**config.mk**
```make
export PLATFORM = sky130hd
export DESIGN_NAME = masked_a2b_top
export DESIGN_NICKNAME = d
export VERILOG_FILES = /design/src/mask_pkg.sv /design/src/a2b_ctrl_pkg.sv /design/src/masked_full_adder.sv /design/src/masked_a2b_conv.sv /design/src/a2b_rnd_lfsr.sv /design/src/a2b_ctrl.sv /design/src/masked_a2b_top.sv
export SDC_FILE = /design/constraint.sdc
export NUM_CORES = 1
export LEC_CHECK = 0
export BUFFER_PORTS_ARGS = -buffer_cell sky130_fd_sc_hd__buf_2
export CORE_ASPECT_RATIO = 1.25
export CORE_MARGIN = 4
export CORE_UTILIZATION = 61
export CTS_BUF_LIST = sky130_fd_sc_hd__clkbuf_16
export DETAILED_ROUTE_END_ITERATION = 7
export PLACE_DENSITY = 0.8
export SYNTH_ARGS = -nofsm -noshare
export SYNTH_HDL_FRONTEND = slang
export SYNTH_SLANG_ARGS = --single-unit
```
**constraint.sdc**
```tcl
create_clock -name clk -period 3.36 [get_ports clk]
set_input_delay 0.168 -clock clk [delete_from_list [all_inputs] [get_ports clk]]
set_output_delay 0.168 -clock clk [all_outputs]
set_load 0.05 [all_outputs]
```
**src/mask_pkg.sv**
```systemverilog
`default_nettype none

package mask_pkg;

    // ==========================================================
    // Share representation
    // ==========================================================

    localparam int unsigned NUM_SHARES = 2;    // First-order masking

    // Two Boolean shares of one bit, share 1 in the upper position
    typedef logic [NUM_SHARES-1:0] bit_share_t;

    // Operand bundle of one masked full adder stage
    typedef struct packed {
        bit_share_t x;      // Re-masked share of x0 bit
        bit_share_t y;      // Re-masked share of x1 bit
        bit_share_t c_in;   // Carry from the previous stage
        logic       rnd;    // Fresh bit for the cross-domain refresh
    } fa_operand_t;

    // ==========================================================
    // Share helpers
    // ==========================================================

    // Split a plain bit into two shares with mask m
    function automatic bit_share_t split_bit(input logic v, input logic m);
        return {m, v ^ m};
    endfunction

    // Share-wise XOR of three shared bits, no domain crossing
    function automatic bit_share_t share_xor3(input bit_share_t a,
                                              input bit_share_t b,
                                              input bit_share_t c);
        return a ^ b ^ c;
    endfunction

endpackage

`default_nettype wire

```
**src/a2b_ctrl_pkg.sv**
```systemverilog
`default_nettype none

package a2b_ctrl_pkg;

    // ==========================================================
    // Randomness source
    // ==========================================================

    localparam int unsigned LFSR_POLY_W = 32;  // Internal LFSR state width

    // ==========================================================
    // Controller types
    // ==========================================================

    // Count sized for up to 64 items in flight
    localparam int unsigned IN_FLIGHT_W = 7;

    // Controller state
    typedef enum logic {
        IDLE = 1'b0,    // Nothing in the pipeline
        BUSY = 1'b1     // At least one item in flight
    } ctrl_state_e;

    // Status seen at the top level
    typedef struct packed {
        logic                   out_valid;  // s0/s1 hold a result this cycle
        logic                   busy;       // Pipeline not empty
        logic [IN_FLIGHT_W-1:0] in_flight;  // Items accepted, not yet out
    } a2b_status_t;

endpackage

`default_nettype wire

```
**src/masked_full_adder.sv**
```systemverilog
`timescale 1ns/1ns
`default_nettype none

module masked_full_adder (
    input  logic                  clk,
    input  logic                  rst_n,
    input  logic                  zeroize,
    input  mask_pkg::fa_operand_t op,
    output mask_pkg::bit_share_t  s,
    output mask_pkg::bit_share_t  c_out
);

    // Majority rewritten as a single AND
    // maj(x, y, c) = ((x ^ c) & (y ^ c)) ^ c
    mask_pkg::bit_share_t a;        // x ^ c_in, per share
    mask_pkg::bit_share_t b;        // y ^ c_in, per share
    mask_pkg::bit_share_t inner_d;  // Same-domain products plus c_in share
    mask_pkg::bit_share_t cross_d;  // Cross-domain products, refreshed
    mask_pkg::bit_share_t sum_d;
    mask_pkg::bit_share_t inner_q;
    mask_pkg::bit_share_t cross_q;
    mask_pkg::bit_share_t sum_q;

    assign a = op.x ^ op.c_in;
    assign b = op.y ^ op.c_in;

    // ==========================================================
    // Domain-oriented masked AND
    // ==========================================================

    // Domain 0 keeps a0&b0 and a0&b1, domain 1 keeps a1&b1 and a1&b0
    assign inner_d[0] = (a[0] & b[0]) ^ op.c_in[0];
    assign inner_d[1] = (a[1] & b[1]) ^ op.c_in[1];
    assign cross_d[0] = (a[0] & b[1]) ^ op.rnd;    // Refresh before the register
    assign cross_d[1] = (a[1] & b[0]) ^ op.rnd;

    // Sum needs no randomness, plain share-wise XOR
    assign sum_d = mask_pkg::share_xor3(op.x, op.y, op.c_in);

    always_ff @(posedge clk) begin
        if (!rst_n || zeroize) begin
            inner_q <= '0;
            cross_q <= '0;
            sum_q   <= '0;
        end else begin
            inner_q <= inner_d;
            cross_q <= cross_d;
            sum_q   <= sum_d;
        end
    end

    assign s     = sum_q;
    // Compression after the register, each XOR stays within one domain
    assign c_out = inner_q ^ cross_q;

endmodule

`default_nettype wire

```
**src/masked_a2b_conv.sv**
```systemverilog
`timescale 1ns/1ns
`default_nettype none

module masked_a2b_conv #(
    parameter int unsigned WIDTH = 8
) (
    input  logic                             clk,
    input  logic                             rst_n,
    input  logic                             zeroize,
    input  mask_pkg::bit_share_t [WIDTH-1:0] x,       // [i][0] from x0, [i][1] from x1
    input  logic [WIDTH-1:0]                 rnd,     // Carry refresh bits
    input  logic [WIDTH-1:0]                 rnd_b0,  // Masks for the x0 bits
    input  logic [WIDTH-1:0]                 rnd_b1,  // Masks for the x1 bits
    output mask_pkg::bit_share_t [WIDTH-1:0] s
);

    // Ripple chain, one element per bit position
    mask_pkg::bit_share_t carry   [WIDTH];
    mask_pkg::bit_share_t sum_bit [WIDTH];

    assign carry[0] = '0;  // No carry into bit 0

    // ==========================================================
    // Per-bit slice
    // ==========================================================

    for (genvar i = 0; i < WIDTH; i++) begin : gen_bit
        mask_pkg::bit_share_t [i:0]       xa_dly;   // x0 bit, re-masked, delayed i
        mask_pkg::bit_share_t [i:0]       xb_dly;   // x1 bit, re-masked, delayed i
        mask_pkg::bit_share_t [WIDTH-1:i] sum_dly;  // Output alignment

        // Re-mask each arithmetic share bit, then wait for the carry
        always_ff @(posedge clk) begin
            if (!rst_n || zeroize) begin
                xa_dly <= '0;
                xb_dly <= '0;
            end else begin
                xa_dly[0] <= mask_pkg::split_bit(x[i][0], rnd_b0[i]);
                xb_dly[0] <= mask_pkg::split_bit(x[i][1], rnd_b1[i]);
                for (int j = 1; j <= i; j++) begin
                    xa_dly[j] <= xa_dly[j-1];
                    xb_dly[j] <= xb_dly[j-1];
                end
            end
        end

        if (i < WIDTH-1) begin : gen_fa
            mask_pkg::fa_operand_t op;

            // Carry into bit i arrives i cycles after sampling
            assign op = '{x:    xa_dly[i],
                          y:    xb_dly[i],
                          c_in: carry[i],
                          rnd:  rnd[i]};

            masked_full_adder u_masked_full_adder (
                .clk     (clk),
                .rst_n   (rst_n),
                .zeroize (zeroize),
                .op      (op),
                .s       (sum_bit[i]),
                .c_out   (carry[i+1])
            );
        end else begin : gen_top
            mask_pkg::bit_share_t top_sum_q;

            // Top bit, carry out is discarded so only the XOR is needed
            always_ff @(posedge clk) begin
                if (!rst_n || zeroize) begin
                    top_sum_q <= '0;
                end else begin
                    top_sum_q <= mask_pkg::share_xor3(xa_dly[i], xb_dly[i], carry[i]);
                end
            end

            assign sum_bit[i] = top_sum_q;
        end

        // Low bits finish early, hold them until the top bit is done
        always_ff @(posedge clk) begin
            if (!rst_n || zeroize) begin
                sum_dly <= '0;
            end else begin
                sum_dly[i] <= sum_bit[i];
                for (int j = i + 1; j < WIDTH; j++) begin
                    sum_dly[j] <= sum_dly[j-1];
                end
            end
        end

        assign s[i] = sum_dly[WIDTH-1];  // All bits leave at WIDTH+2
    end

    // ==========================================================
    // Checks
    // ==========================================================

    // Every stage down to the output register drops its contents together
    a_zeroize_clears_out : assert property (
        @(posedge clk) disable iff (!rst_n)
        zeroize |=> (s == '0)
    ) else $error("masked_a2b_conv: s not cleared after zeroize");

endmodule

`default_nettype wire

```
**src/a2b_rnd_lfsr.sv**
```systemverilog
`timescale 1ns/1ns
`default_nettype none

module a2b_rnd_lfsr #(
    parameter int unsigned                          WIDTH = 8,
    parameter logic [a2b_ctrl_pkg::LFSR_POLY_W-1:0] SEED  = 32'h1
) (
    input  logic             clk,
    input  logic             rst_n,
    input  logic             zeroize,
    output logic [WIDTH-1:0] rnd,
    output logic [WIDTH-1:0] rnd_b0,
    output logic [WIDTH-1:0] rnd_b1
);

    localparam int unsigned SW = a2b_ctrl_pkg::LFSR_POLY_W;

    // x^32 + x^22 + x^2 + x + 1, right-shifting Galois form
    localparam logic [SW-1:0] TAPS = 32'h8020_0003;

    // Rotation offsets, bit ranges stay apart for WIDTH up to SW/3
    localparam int unsigned ROT_B0 = SW / 3;
    localparam int unsigned ROT_B1 = 2 * SW / 3;

    logic [SW-1:0] state_q;
    logic [SW-1:0] state_d;
    logic [SW-1:0] rot_b0;
    logic [SW-1:0] rot_b1;

    if (WIDTH > SW / 3) begin : gen_width_check
        $error("a2b_rnd_lfsr: WIDTH too large for three disjoint random words");
    end

    // One step per cycle
    assign state_d = state_q[0] ? ((state_q >> 1) ^ TAPS) : (state_q >> 1);

    always_ff @(posedge clk) begin
        if (!rst_n || zeroize) begin
            state_q <= SEED;  // Wipe also restarts the sequence
        end else begin
            state_q <= state_d;
        end
    end

    assign rot_b0 = (state_q >> ROT_B0) | (state_q << (SW - ROT_B0));
    assign rot_b1 = (state_q >> ROT_B1) | (state_q << (SW - ROT_B1));

    assign rnd    = state_q[WIDTH-1:0];
    assign rnd_b0 = rot_b0[WIDTH-1:0];
    assign rnd_b1 = rot_b1[WIDTH-1:0];

    // Zero is the lock-up state of the register
    a_state_nonzero : assert property (
        @(posedge clk) disable iff (!rst_n)
        state_q != '0
    ) else $error("a2b_rnd_lfsr: LFSR state is zero");

endmodule

`default_nettype wire

```
**src/a2b_ctrl.sv**
```systemverilog
`timescale 1ns/1ns
`default_nettype none

module a2b_ctrl #(
    parameter int unsigned WIDTH = 8
) (
    input  logic                      clk,
    input  logic                      rst_n,
    input  logic                      zeroize,
    input  logic                      in_valid,
    output a2b_ctrl_pkg::a2b_status_t status
);

    localparam int unsigned LATENCY = WIDTH + 2;  // Same as the converter
    localparam int unsigned CNT_W   = a2b_ctrl_pkg::IN_FLIGHT_W;

    logic [LATENCY-1:0]        vld_sr;   // One bit per pipeline stage
    logic                      out_valid;
    logic [CNT_W-1:0]          cnt_q;
    logic [CNT_W-1:0]          cnt_d;
    a2b_ctrl_pkg::ctrl_state_e state_q;
    a2b_ctrl_pkg::ctrl_state_e state_d;

    if (LATENCY > 64) begin : gen_depth_check
        $error("a2b_ctrl: pipeline deeper than the in_flight count");
    end

    // ==========================================================
    // Valid delay line
    // ==========================================================

    always_ff @(posedge clk) begin
        if (!rst_n || zeroize) begin
            vld_sr <= '0;  // Dropped items never report out_valid
        end else begin
            vld_sr <= {vld_sr[LATENCY-2:0], in_valid};
        end
    end

    assign out_valid = vld_sr[LATENCY-1];

    // ==========================================================
    // In-flight count and state
    // ==========================================================

    assign cnt_d = cnt_q + CNT_W'(in_valid) - CNT_W'(out_valid);

    always_comb begin
        state_d = state_q;
        case (state_q)
            a2b_ctrl_pkg::IDLE: if (in_valid) state_d = a2b_ctrl_pkg::BUSY;
            a2b_ctrl_pkg::BUSY: if (cnt_d == '0) state_d = a2b_ctrl_pkg::IDLE;
            default:            state_d = a2b_ctrl_pkg::IDLE;
        endcase
    end

    always_ff @(posedge clk) begin
        if (!rst_n || zeroize) begin
            cnt_q   <= '0;
            state_q <= a2b_ctrl_pkg::IDLE;
        end else begin
            cnt_q   <= cnt_d;
            state_q <= state_d;
        end
    end

    assign status = '{out_valid: out_valid,
                      busy:      (state_q == a2b_ctrl_pkg::BUSY),
                      in_flight: cnt_q};

    // Delay line and counter must agree on what is in flight
    a_valid_counted : assert property (
        @(posedge clk) disable iff (!rst_n)
        status.out_valid |-> (status.in_flight != '0)
    ) else $error("a2b_ctrl: out_valid with nothing in flight");

endmodule

`default_nettype wire

```
**src/masked_a2b_top.sv**
```systemverilog
`timescale 1ns/1ns
`default_nettype none

module masked_a2b_top #(
    parameter int unsigned                          WIDTH = 8,
    parameter logic [a2b_ctrl_pkg::LFSR_POLY_W-1:0] SEED  = 32'h1
) (
    input  logic                      clk,
    input  logic                      rst_n,
    input  logic                      zeroize,
    input  logic                      in_valid,
    input  logic [WIDTH-1:0]          x0,      // Arithmetic share 0
    input  logic [WIDTH-1:0]          x1,      // Arithmetic share 1
    output logic [WIDTH-1:0]          s0,      // Boolean share 0
    output logic [WIDTH-1:0]          s1,      // Boolean share 1
    output a2b_ctrl_pkg::a2b_status_t status
);

    logic [WIDTH-1:0]                 rnd;
    logic [WIDTH-1:0]                 rnd_b0;
    logic [WIDTH-1:0]                 rnd_b1;
    mask_pkg::bit_share_t [WIDTH-1:0] x_sh;  // Per-bit share pairs in
    mask_pkg::bit_share_t [WIDTH-1:0] s_sh;  // Per-bit share pairs out

    // Word shares to per-bit pairs and back
    always_comb begin
        for (int i = 0; i < WIDTH; i++) begin
            x_sh[i] = {x1[i], x0[i]};
            s0[i]   = s_sh[i][0];
            s1[i]   = s_sh[i][1];
        end
    end

    // ==========================================================
    // Instances
    // ==========================================================

    a2b_rnd_lfsr #(
        .WIDTH (WIDTH),
        .SEED  (SEED)
    ) u_a2b_rnd_lfsr (
        .clk     (clk),
        .rst_n   (rst_n),
        .zeroize (zeroize),
        .rnd     (rnd),
        .rnd_b0  (rnd_b0),
        .rnd_b1  (rnd_b1)
    );

    masked_a2b_conv #(
        .WIDTH (WIDTH)
    ) u_masked_a2b_conv (
        .clk     (clk),
        .rst_n   (rst_n),
        .zeroize (zeroize),
        .x       (x_sh),
        .rnd     (rnd),
        .rnd_b0  (rnd_b0),
        .rnd_b1  (rnd_b1),
        .s       (s_sh)
    );

    // Tracks the strobe alongside the datapath
    a2b_ctrl #(
        .WIDTH (WIDTH)
    ) u_a2b_ctrl (
        .clk      (clk),
        .rst_n    (rst_n),
        .zeroize  (zeroize),
        .in_valid (in_valid),
        .status   (status)
    );

endmodule

`default_nettype wire

```
==> results.json, run 1 <==
{
  "status": "finished clean",
  "cts_hold_buf": 17,
  "root_buffer": "clkbuf_16",
  "final_common_cell": "dfxtp_1",
  "p_leak_nw": 3.55,
  "drive_above_1_share_pct": 12.3,
  "cp_data_arrival_time_ns": 2.72,
  "cts_tree": "yes",
  "most-common-layout-cells": "240 x dfxtp_1, 175 x and2_1, 52 x xnor2_1",
  "peakVddDrop_mv": 0.444,
  "synth_area_per_cell_um2": 11.1,
  "synth_nets": 723,
  "start_util_pct": 62.9,
  "fmax_mhz": 426,
  "grtUsageTotal_pct": 16.6,
  "slew_headroom_pct": 37.4,
  "fin_ws_ns": 1.01,
  "pre_cts_ws_ns": 1.05,
  "fp.coreArea_um2": 12300,
  "r2r-start": "u_a2b_ctrl.cnt_q[0]",
  "tightestPinTransition_ns": 0.937,
  "cp_max_fo": 2,
  "antenna_cells": 0,
  "path_depth": 10,
  "hp-start": "zeroize",
  "ys_warn_count": 0,
  "grt_pass1_vias": 4492,
  "ys_ff_latch": 240,
  "wl_um": 11500,
  "vias": 4361,
  "clockBufferDepth": 3,
  "cpLargestDelayFamily": "adder cells",
  "antenna_found_initial": 0,
  "final_nets": 764,
  "syn_inst": 693,
  "cp-startpoint": "u_a2b_ctrl.cnt_q[0]",
  "finalMaxSlewViolations": 0,
  "drt_iter0_markers": 151,
  "h-tree-depth": 1,
  "holdCritPathClass": "in2reg",
  "cap_violations": 0,
  "port_buffers": 44,
  "die_w_um": 109,
  "avgRoutedWirePerCell_um": 12.6,
  "reg2reg_to": "u_a2b_ctrl.state_q",
  "io_pins": 45,
  "insertion_delay_ns": 0.50,
  "timing_worst_setup_path_type": "reg2reg",
  "clk_pin_slew_ns": 0.07,
  "period_needed_ns": 2.35,
  "powerDensity_nw_per_um2": 602,
  "gp_congestion": 0.782,
  "synth_cell_types": 24,
  "grt_overflow_total": 0,
  "drc_errors": 0,
  "r2r_slack_ns": 1.01,
  "setup.worst_path.end_class": "flip-flop",
  "path_cells": "inv_1 -> ha_1 -> inv_1 -> ha_1 -> fa_1 -> a211oi_1 -> nor2_1 -> xnor2_1 -> and3_1 -> a31oi_1",
  "netlist_area_um2": 7720,
  "cp-endpoint": "u_a2b_ctrl.state_q",
  "grt_max_degree": 134,
  "antenna_left": 0,
  "worst_path_largest_cell_delay_ns": 0.42,
  "rows": 45,
  "crit_required_ns": 3.74,
  "syn_to_final_growth_pct": 13.5,
  "numClockSinks": 240,
  "worstRegToRegCells": 10,
  "grt_pass1_wl_um": 19700,
  "cts_buffers": 22,
  "rsz0062_at_grt": "no",
  "die_h_um": 134,
  "synth.top_cell.area_share_pct": 62.2,
  "netlist_top_cells_area": "dfxtp_1 62%, and2_1 14%, xnor2_1 5.9%",
  "fin_worst_skew_ns": 0.00739,
  "period_share_pct": 69.8,
  "critPathBufInv": 2,
  "cpMaxStageDelayCell": "fa_1",
  "yosysTopAreaCell": "dfxtp_1",
  "drtPass1Iterations": 4,
  "cts_setup_buffers": 0,
  "setup_viol": 0,
  "start_kind": "flip-flop",
  "cts-resized-gates": 0,
  "dieArea_um2": 14500,
  "hold_viol": 0,
  "ys_seq_area_share_pct": 62.2,
  "tns_ns": 0,
  "place_hpwl_um": 6690,
  "avgViaCountPerCell": 4.78
}
## worst min-delay path: cells and delay by family
kind          cells  cell delay (ns)
buf+inv           1             0.11
simple gates      2             0.33
## area by class of cell
cell class                 instances  area [um2]
inverter                           8        30.0
timing repair buffer              63         418
clock buffer                      23         576
multi-input combinational        399        2660
clock inverter                    16        70.1
fill                             892        3510
sequential                       240        4800
tap                              164         205
## power by group
part / switching, mW / internal, mW / total (mW)
sequential: 0.0125 / 2.87 / 2.88
combinational: 0.0996 / 0.0676 / 0.167
clock: 0.993 / 1.23 / 2.23
## cells by family after synthesis
group           after synthesis  synth area share, %
flops                       240                 62.2
compound gates               54                 3.65
fa+ha+maj                    10                 1.72
simple gates                254                 18.7
xor+xnor                     81                 10.3
buf+inv                      54                 3.44
## registers in the layout (all words and copies together) (netlist names)
name	cells
u_a2b_ctrl.cnt_q	7
u_a2b_ctrl.state_q	1
u_a2b_ctrl.vld_sr	10
u_a2b_rnd_lfsr.state_q	32
u_masked_a2b_conv.gen_bit.gen_fa.op	12
u_masked_a2b_conv.gen_bit.gen_fa.u_masked_full_adder.cross_q	14
u_masked_a2b_conv.gen_bit.gen_fa.u_masked_full_adder.inner_q	14
u_masked_a2b_conv.gen_bit.gen_fa.u_masked_full_adder.s	14
u_masked_a2b_conv.gen_bit.gen_top.top_sum_q	2
u_masked_a2b_conv.gen_bit.sum_dly	58
u_masked_a2b_conv.gen_bit.xa_dly	30
u_masked_a2b_conv.gen_bit.xb_dly	32
u_masked_a2b_conv.s	14
## how the worst min path moves through the flow
| stage | end | slack [ns] | cells past startpoint |
|---|---|---|---|
| after floorplan | u_a2b_ctrl.vld_sr[0] | 0.29 | 1 |
| after global placement | u_masked_a2b_conv.s[0] | 0.41 | 1 |
| after detailed placement | u_masked_a2b_conv.gen_bit[3].xa_dly[2] | 0.41 | 1 |
| after CTS | u_masked_a2b_conv.gen_bit[2].gen_fa.op[5] | 0.14 | 3 |
| after global routing | u_a2b_ctrl.vld_sr[6] | 0.17 | 3 |
| final | u_a2b_ctrl.vld_sr[8] | 0.15 | 3 |
## metrics by stage
step,hold WS [ns],instance area (um2),power [mW],cells,util (%)
after global routing,0.167,8760,5.46,913,71.4
after detailed placement,0.410,7950,3.10,857,64.8
after floorplan,0.290,7720,3.06,693,-
after CTS,0.141,8760,5.33,913,71.4
final,0.154,8760,5.28,913,71.4
after global placement,0.407,7950,3.09,857,64.8
## layer usage
layer	routed length [um]	global-route usage, %
met4	432	7.79
met5	0	0
met3	497	3.23
met2	5880	30.2
met1	4710	18.4
## synth_stat cells (all sizes together)
cell type  instances
dfxtp            240
and2             175
xnor2             53
nor2              48
clkbuf            28
xor2              28
o21ai             25
a21oi             24
buf               18
nand2             15
or3               10
ha                 9
inv                8
a211oi             2
and3               2
nor3b              2
o21bai             2
a31oi              1
fa                 1
nand2b             1
nor2b              1
No activity file was read; power rests on OpenSTA's default activity.
==> inputs of run 2 (changes only) <==
ABC_AREA = 1   (was unset)
CORE_UTILIZATION = 54   (was 61)
PLACE_DENSITY = 0.75   (was 0.8)
clock period = 1.9 ns   (was 3.36 ns; I/O delays follow)
==> results.json, run 2 <==
{
  "final_common_cell": "dfxtp_1",
  "timing_worst_setup_path_type": "reg2reg",
  "reg2reg_to": "u_a2b_ctrl.state_q",
  "antenna_left": 0,
  "cp_max_fo": 4,
  "start_kind": "flip-flop",
  "worstRegToRegCells": 13,
  "ys_warn_count": 0,
  "rows": 50,
  "finalMaxSlewViolations": 0,
  "die_w_um": 118,
  "synth.top_cell.area_share_pct": 58.6,
  "most-common-layout-cells": "239 x dfxtp_1, 237 x inv_1, 224 x nor2_1",
  "min_to": "u_masked_a2b_conv.gen_bit[3].xb_dly[4]",
  "regMostFlops": "u_masked_a2b_conv.gen_bit.sum_dly",
  "gp_congestion": 0.782,
  "synth_common_cells": "240 x dfxtp_1, 236 x inv_1, 225 x nor2_1, 79 x nand2_1, 27 x a21oi_1",
  "crit_required_ns": 2.29,
  "place_hpwl_um": 7560,
  "async_reset_ff_share_pct": 0,
  "grtUsageTotal_pct": 14.6,
  "synth_cell_types": 31,
  "yosysMostFrequentCell": "dfxtp_1",
  "r2r_slack_ns": -0.06,
  "vias": 5334,
  "fin_worst_skew_ns": 0.00564,
  "drive_above_1_share_pct": 10.0,
  "wl_um": 12200,
  "clk_pin_slew_ns": 0.06,
  "synthFlopType": "dfxtp_1",
  "avgViaCountPerCell": 4.37,
  "cts-resized-gates": 0,
  "hp-start": "zeroize",
  "ys_seq_area_share_pct": 58.6,
  "port_buffers": 44,
  "fin_ws_ns": -0.0626,
  "h-tree-depth": 1,
  "finalPower_mw": 9.57,
  "synth_edf_count": 0,
  "finalHoldWorstSlack_ns": 0.111,
  "period_share_pct": 103,
  "numClockSinks": 240,
  "io_pins": 45,
  "hold_depth": 4,
  "grt_max_degree": 87,
  "rsz0062_at_grt": "yes",
  "die_h_um": 146,
  "root_buffer": "clkbuf_16",
  "tightestPinTransition_ns": 0.487,
  "drtPass1Iterations": 4,
  "netlist_area_um2": 8210,
  "syn_inst": 978,
  "holdCritPathClass": "in2reg",
  "p_leak_nw": 3.83,
  "violations": "negative setup slack",
  "hold_viol": 0,
  "drc_errors": 0,
  "status": "complete, but fails checks",
  "setup.worst_path.end_class": "flip-flop",
  "final_nets": 1057,
  "largestRegisters": "u_masked_a2b_conv.gen_bit.sum_dly (58), u_a2b_rnd_lfsr.state_q (32), u_masked_a2b_conv.gen_bit.xb_dly (32)",
  "largest_reg_flops": 58,
  "setup_viol": 1,
  "cp_data_arrival_time_ns": 2.35,
  "r2r-start": "u_a2b_ctrl.cnt_q[0]",
  "powerDensity_nw_per_um2": 1020,
  "period_needed_ns": 1.96,
  "nFillCells": 1223,
  "antenna_found_initial": 0,
  "fmax_mhz": 510,
  "clockBufferDepth": 3,
  "fp.coreArea_um2": 15000,
  "syn_to_final_growth_pct": 13.9,
  "synth_area_per_cell_um2": 8.39,
  "grt_pass1_wl_um": 21800,
  "yosysTopAreaCell": "dfxtp_1",
  "avgRoutedWirePerCell_um": 10.0,
  "synth_nets": 1008,
  "grt_overflow_total": 0,
  "cts_buffers": 22,
  "start_util_pct": 54.9,
  "insertion_delay_ns": 0.49,
  "antenna_cells": 0,
  "cts_tree": "yes",
  "grt_pass1_vias": 5104,
  "slew_headroom_pct": 67.5,
  "cap_violations": 0,
  "peakVddDrop_mv": 0.781,
  "ys_ff_latch": 240,
  "drt_iter0_markers": 232,
  "netlist_top_cells_area": "dfxtp_1 59%, inv_1 11%, nor2_1 10%",
  "dieArea_um2": 17200
}
## run 2: cell types whose count changed in the layout (fill, tap and decap cells not counted), sizes merged, moves of 19 or more
cell   before  now
and2      175    4
nand3       0   19
xnor2      53   19
nand2      15   81
nor2       48  229
inv        12  244
## run 2: layout make-up
type                       count  area [um2]  share of cell area, %
timing repair buffer          69         463                   4.95
inverter                     241         910                   9.73
sequential                   240        4810                   51.5
clock inverter                12         100                   1.07
clock buffer                  23         576                   6.16
multi-input combinational    453        2260                   24.2
tap                          182         228                   2.44
## run 2: critical path, stage by stage, from the launching register on
cell     delay, ns
dfxtp_4       0.34
inv_2         0.04
ha_4          0.25
inv_2         0.03
ha_4          0.15
fa_2          0.38
nor2_2        0.14
nor2_1        0.06
nor2_1        0.10
nand3_1       0.08
nor2_1        0.11
nand3_1       0.08
nand2_1       0.06
inv_1         0.04
## run 2: repair_timing
item                                    in CTS  in global routing
endpoints found under the setup margin       1                  1
hold buffers                                17                  0
endpoints found under the hold margin       18                  0
pin swaps                                    5                  0
buffers inserted                             3                  0
## run 2: cell families after synthesis
group,Yosys count,synth area share [%]
buffers and inverters,285,14.3
adder cells (fa/ha/maj),12,1.86
XOR/XNOR,45,5.17
AO/OA/AOI/OAI,59,3.80
flip-flops,240,58.6
AND/OR/NAND/NOR,337,16.3
## run 2: through the flow
stage	utilization [%]	area [um2]	TNS, ns	setup slack [ns]	std cells
after floorplan	-	8240	-0.0498	-0.0498	978
after global placement	56.7	8480	-0.000694	-0.000694	1165
after detailed placement	56.7	8480	-0.0376	-0.0376	1165
after CTS	62.5	9350	0	0.00157	1220
after global routing	62.5	9350	-0.167	-0.167	1220
final	62.5	9350	-0.0626	-0.0626	1220
## run 2: worst max path at each step
| stage | startpoint | end | slack, ns |
|---|---|---|---|
| 3_3_place_gp | u_a2b_ctrl.cnt_q[0] | u_a2b_ctrl.state_q | -0.0007 |
| 6_report | u_a2b_ctrl.cnt_q[0] | u_a2b_ctrl.state_q | -0.06 |
| 3_5_place_dp | u_a2b_ctrl.cnt_q[0] | u_a2b_ctrl.state_q | -0.04 |
| 2_1_floorplan | u_a2b_ctrl.cnt_q[0] | u_a2b_ctrl.state_q | -0.05 |
| 4_1_cts | u_a2b_ctrl.cnt_q[0] | u_a2b_ctrl.state_q | 0.002 |
| 5_1_grt | u_a2b_ctrl.cnt_q[0] | u_a2b_ctrl.state_q | -0.17 |
## run 2: power breakdown
part           internal (mW)  leakage, nW  total [mW]  switching, mW
Combinational          0.130         1.55       0.351          0.220
Sequential              5.08         1.94        5.10         0.0208
Clock                   2.43        0.347        4.12           1.69
Total                   7.64         3.83        9.57           1.93
## run 2: per-layer routing
layer	share of wire, %	GRT usage (%)
met1	44	16.9
met2	50	26.8
met3	4.2	3.11
met4	1.8	4.63
met5	0	0
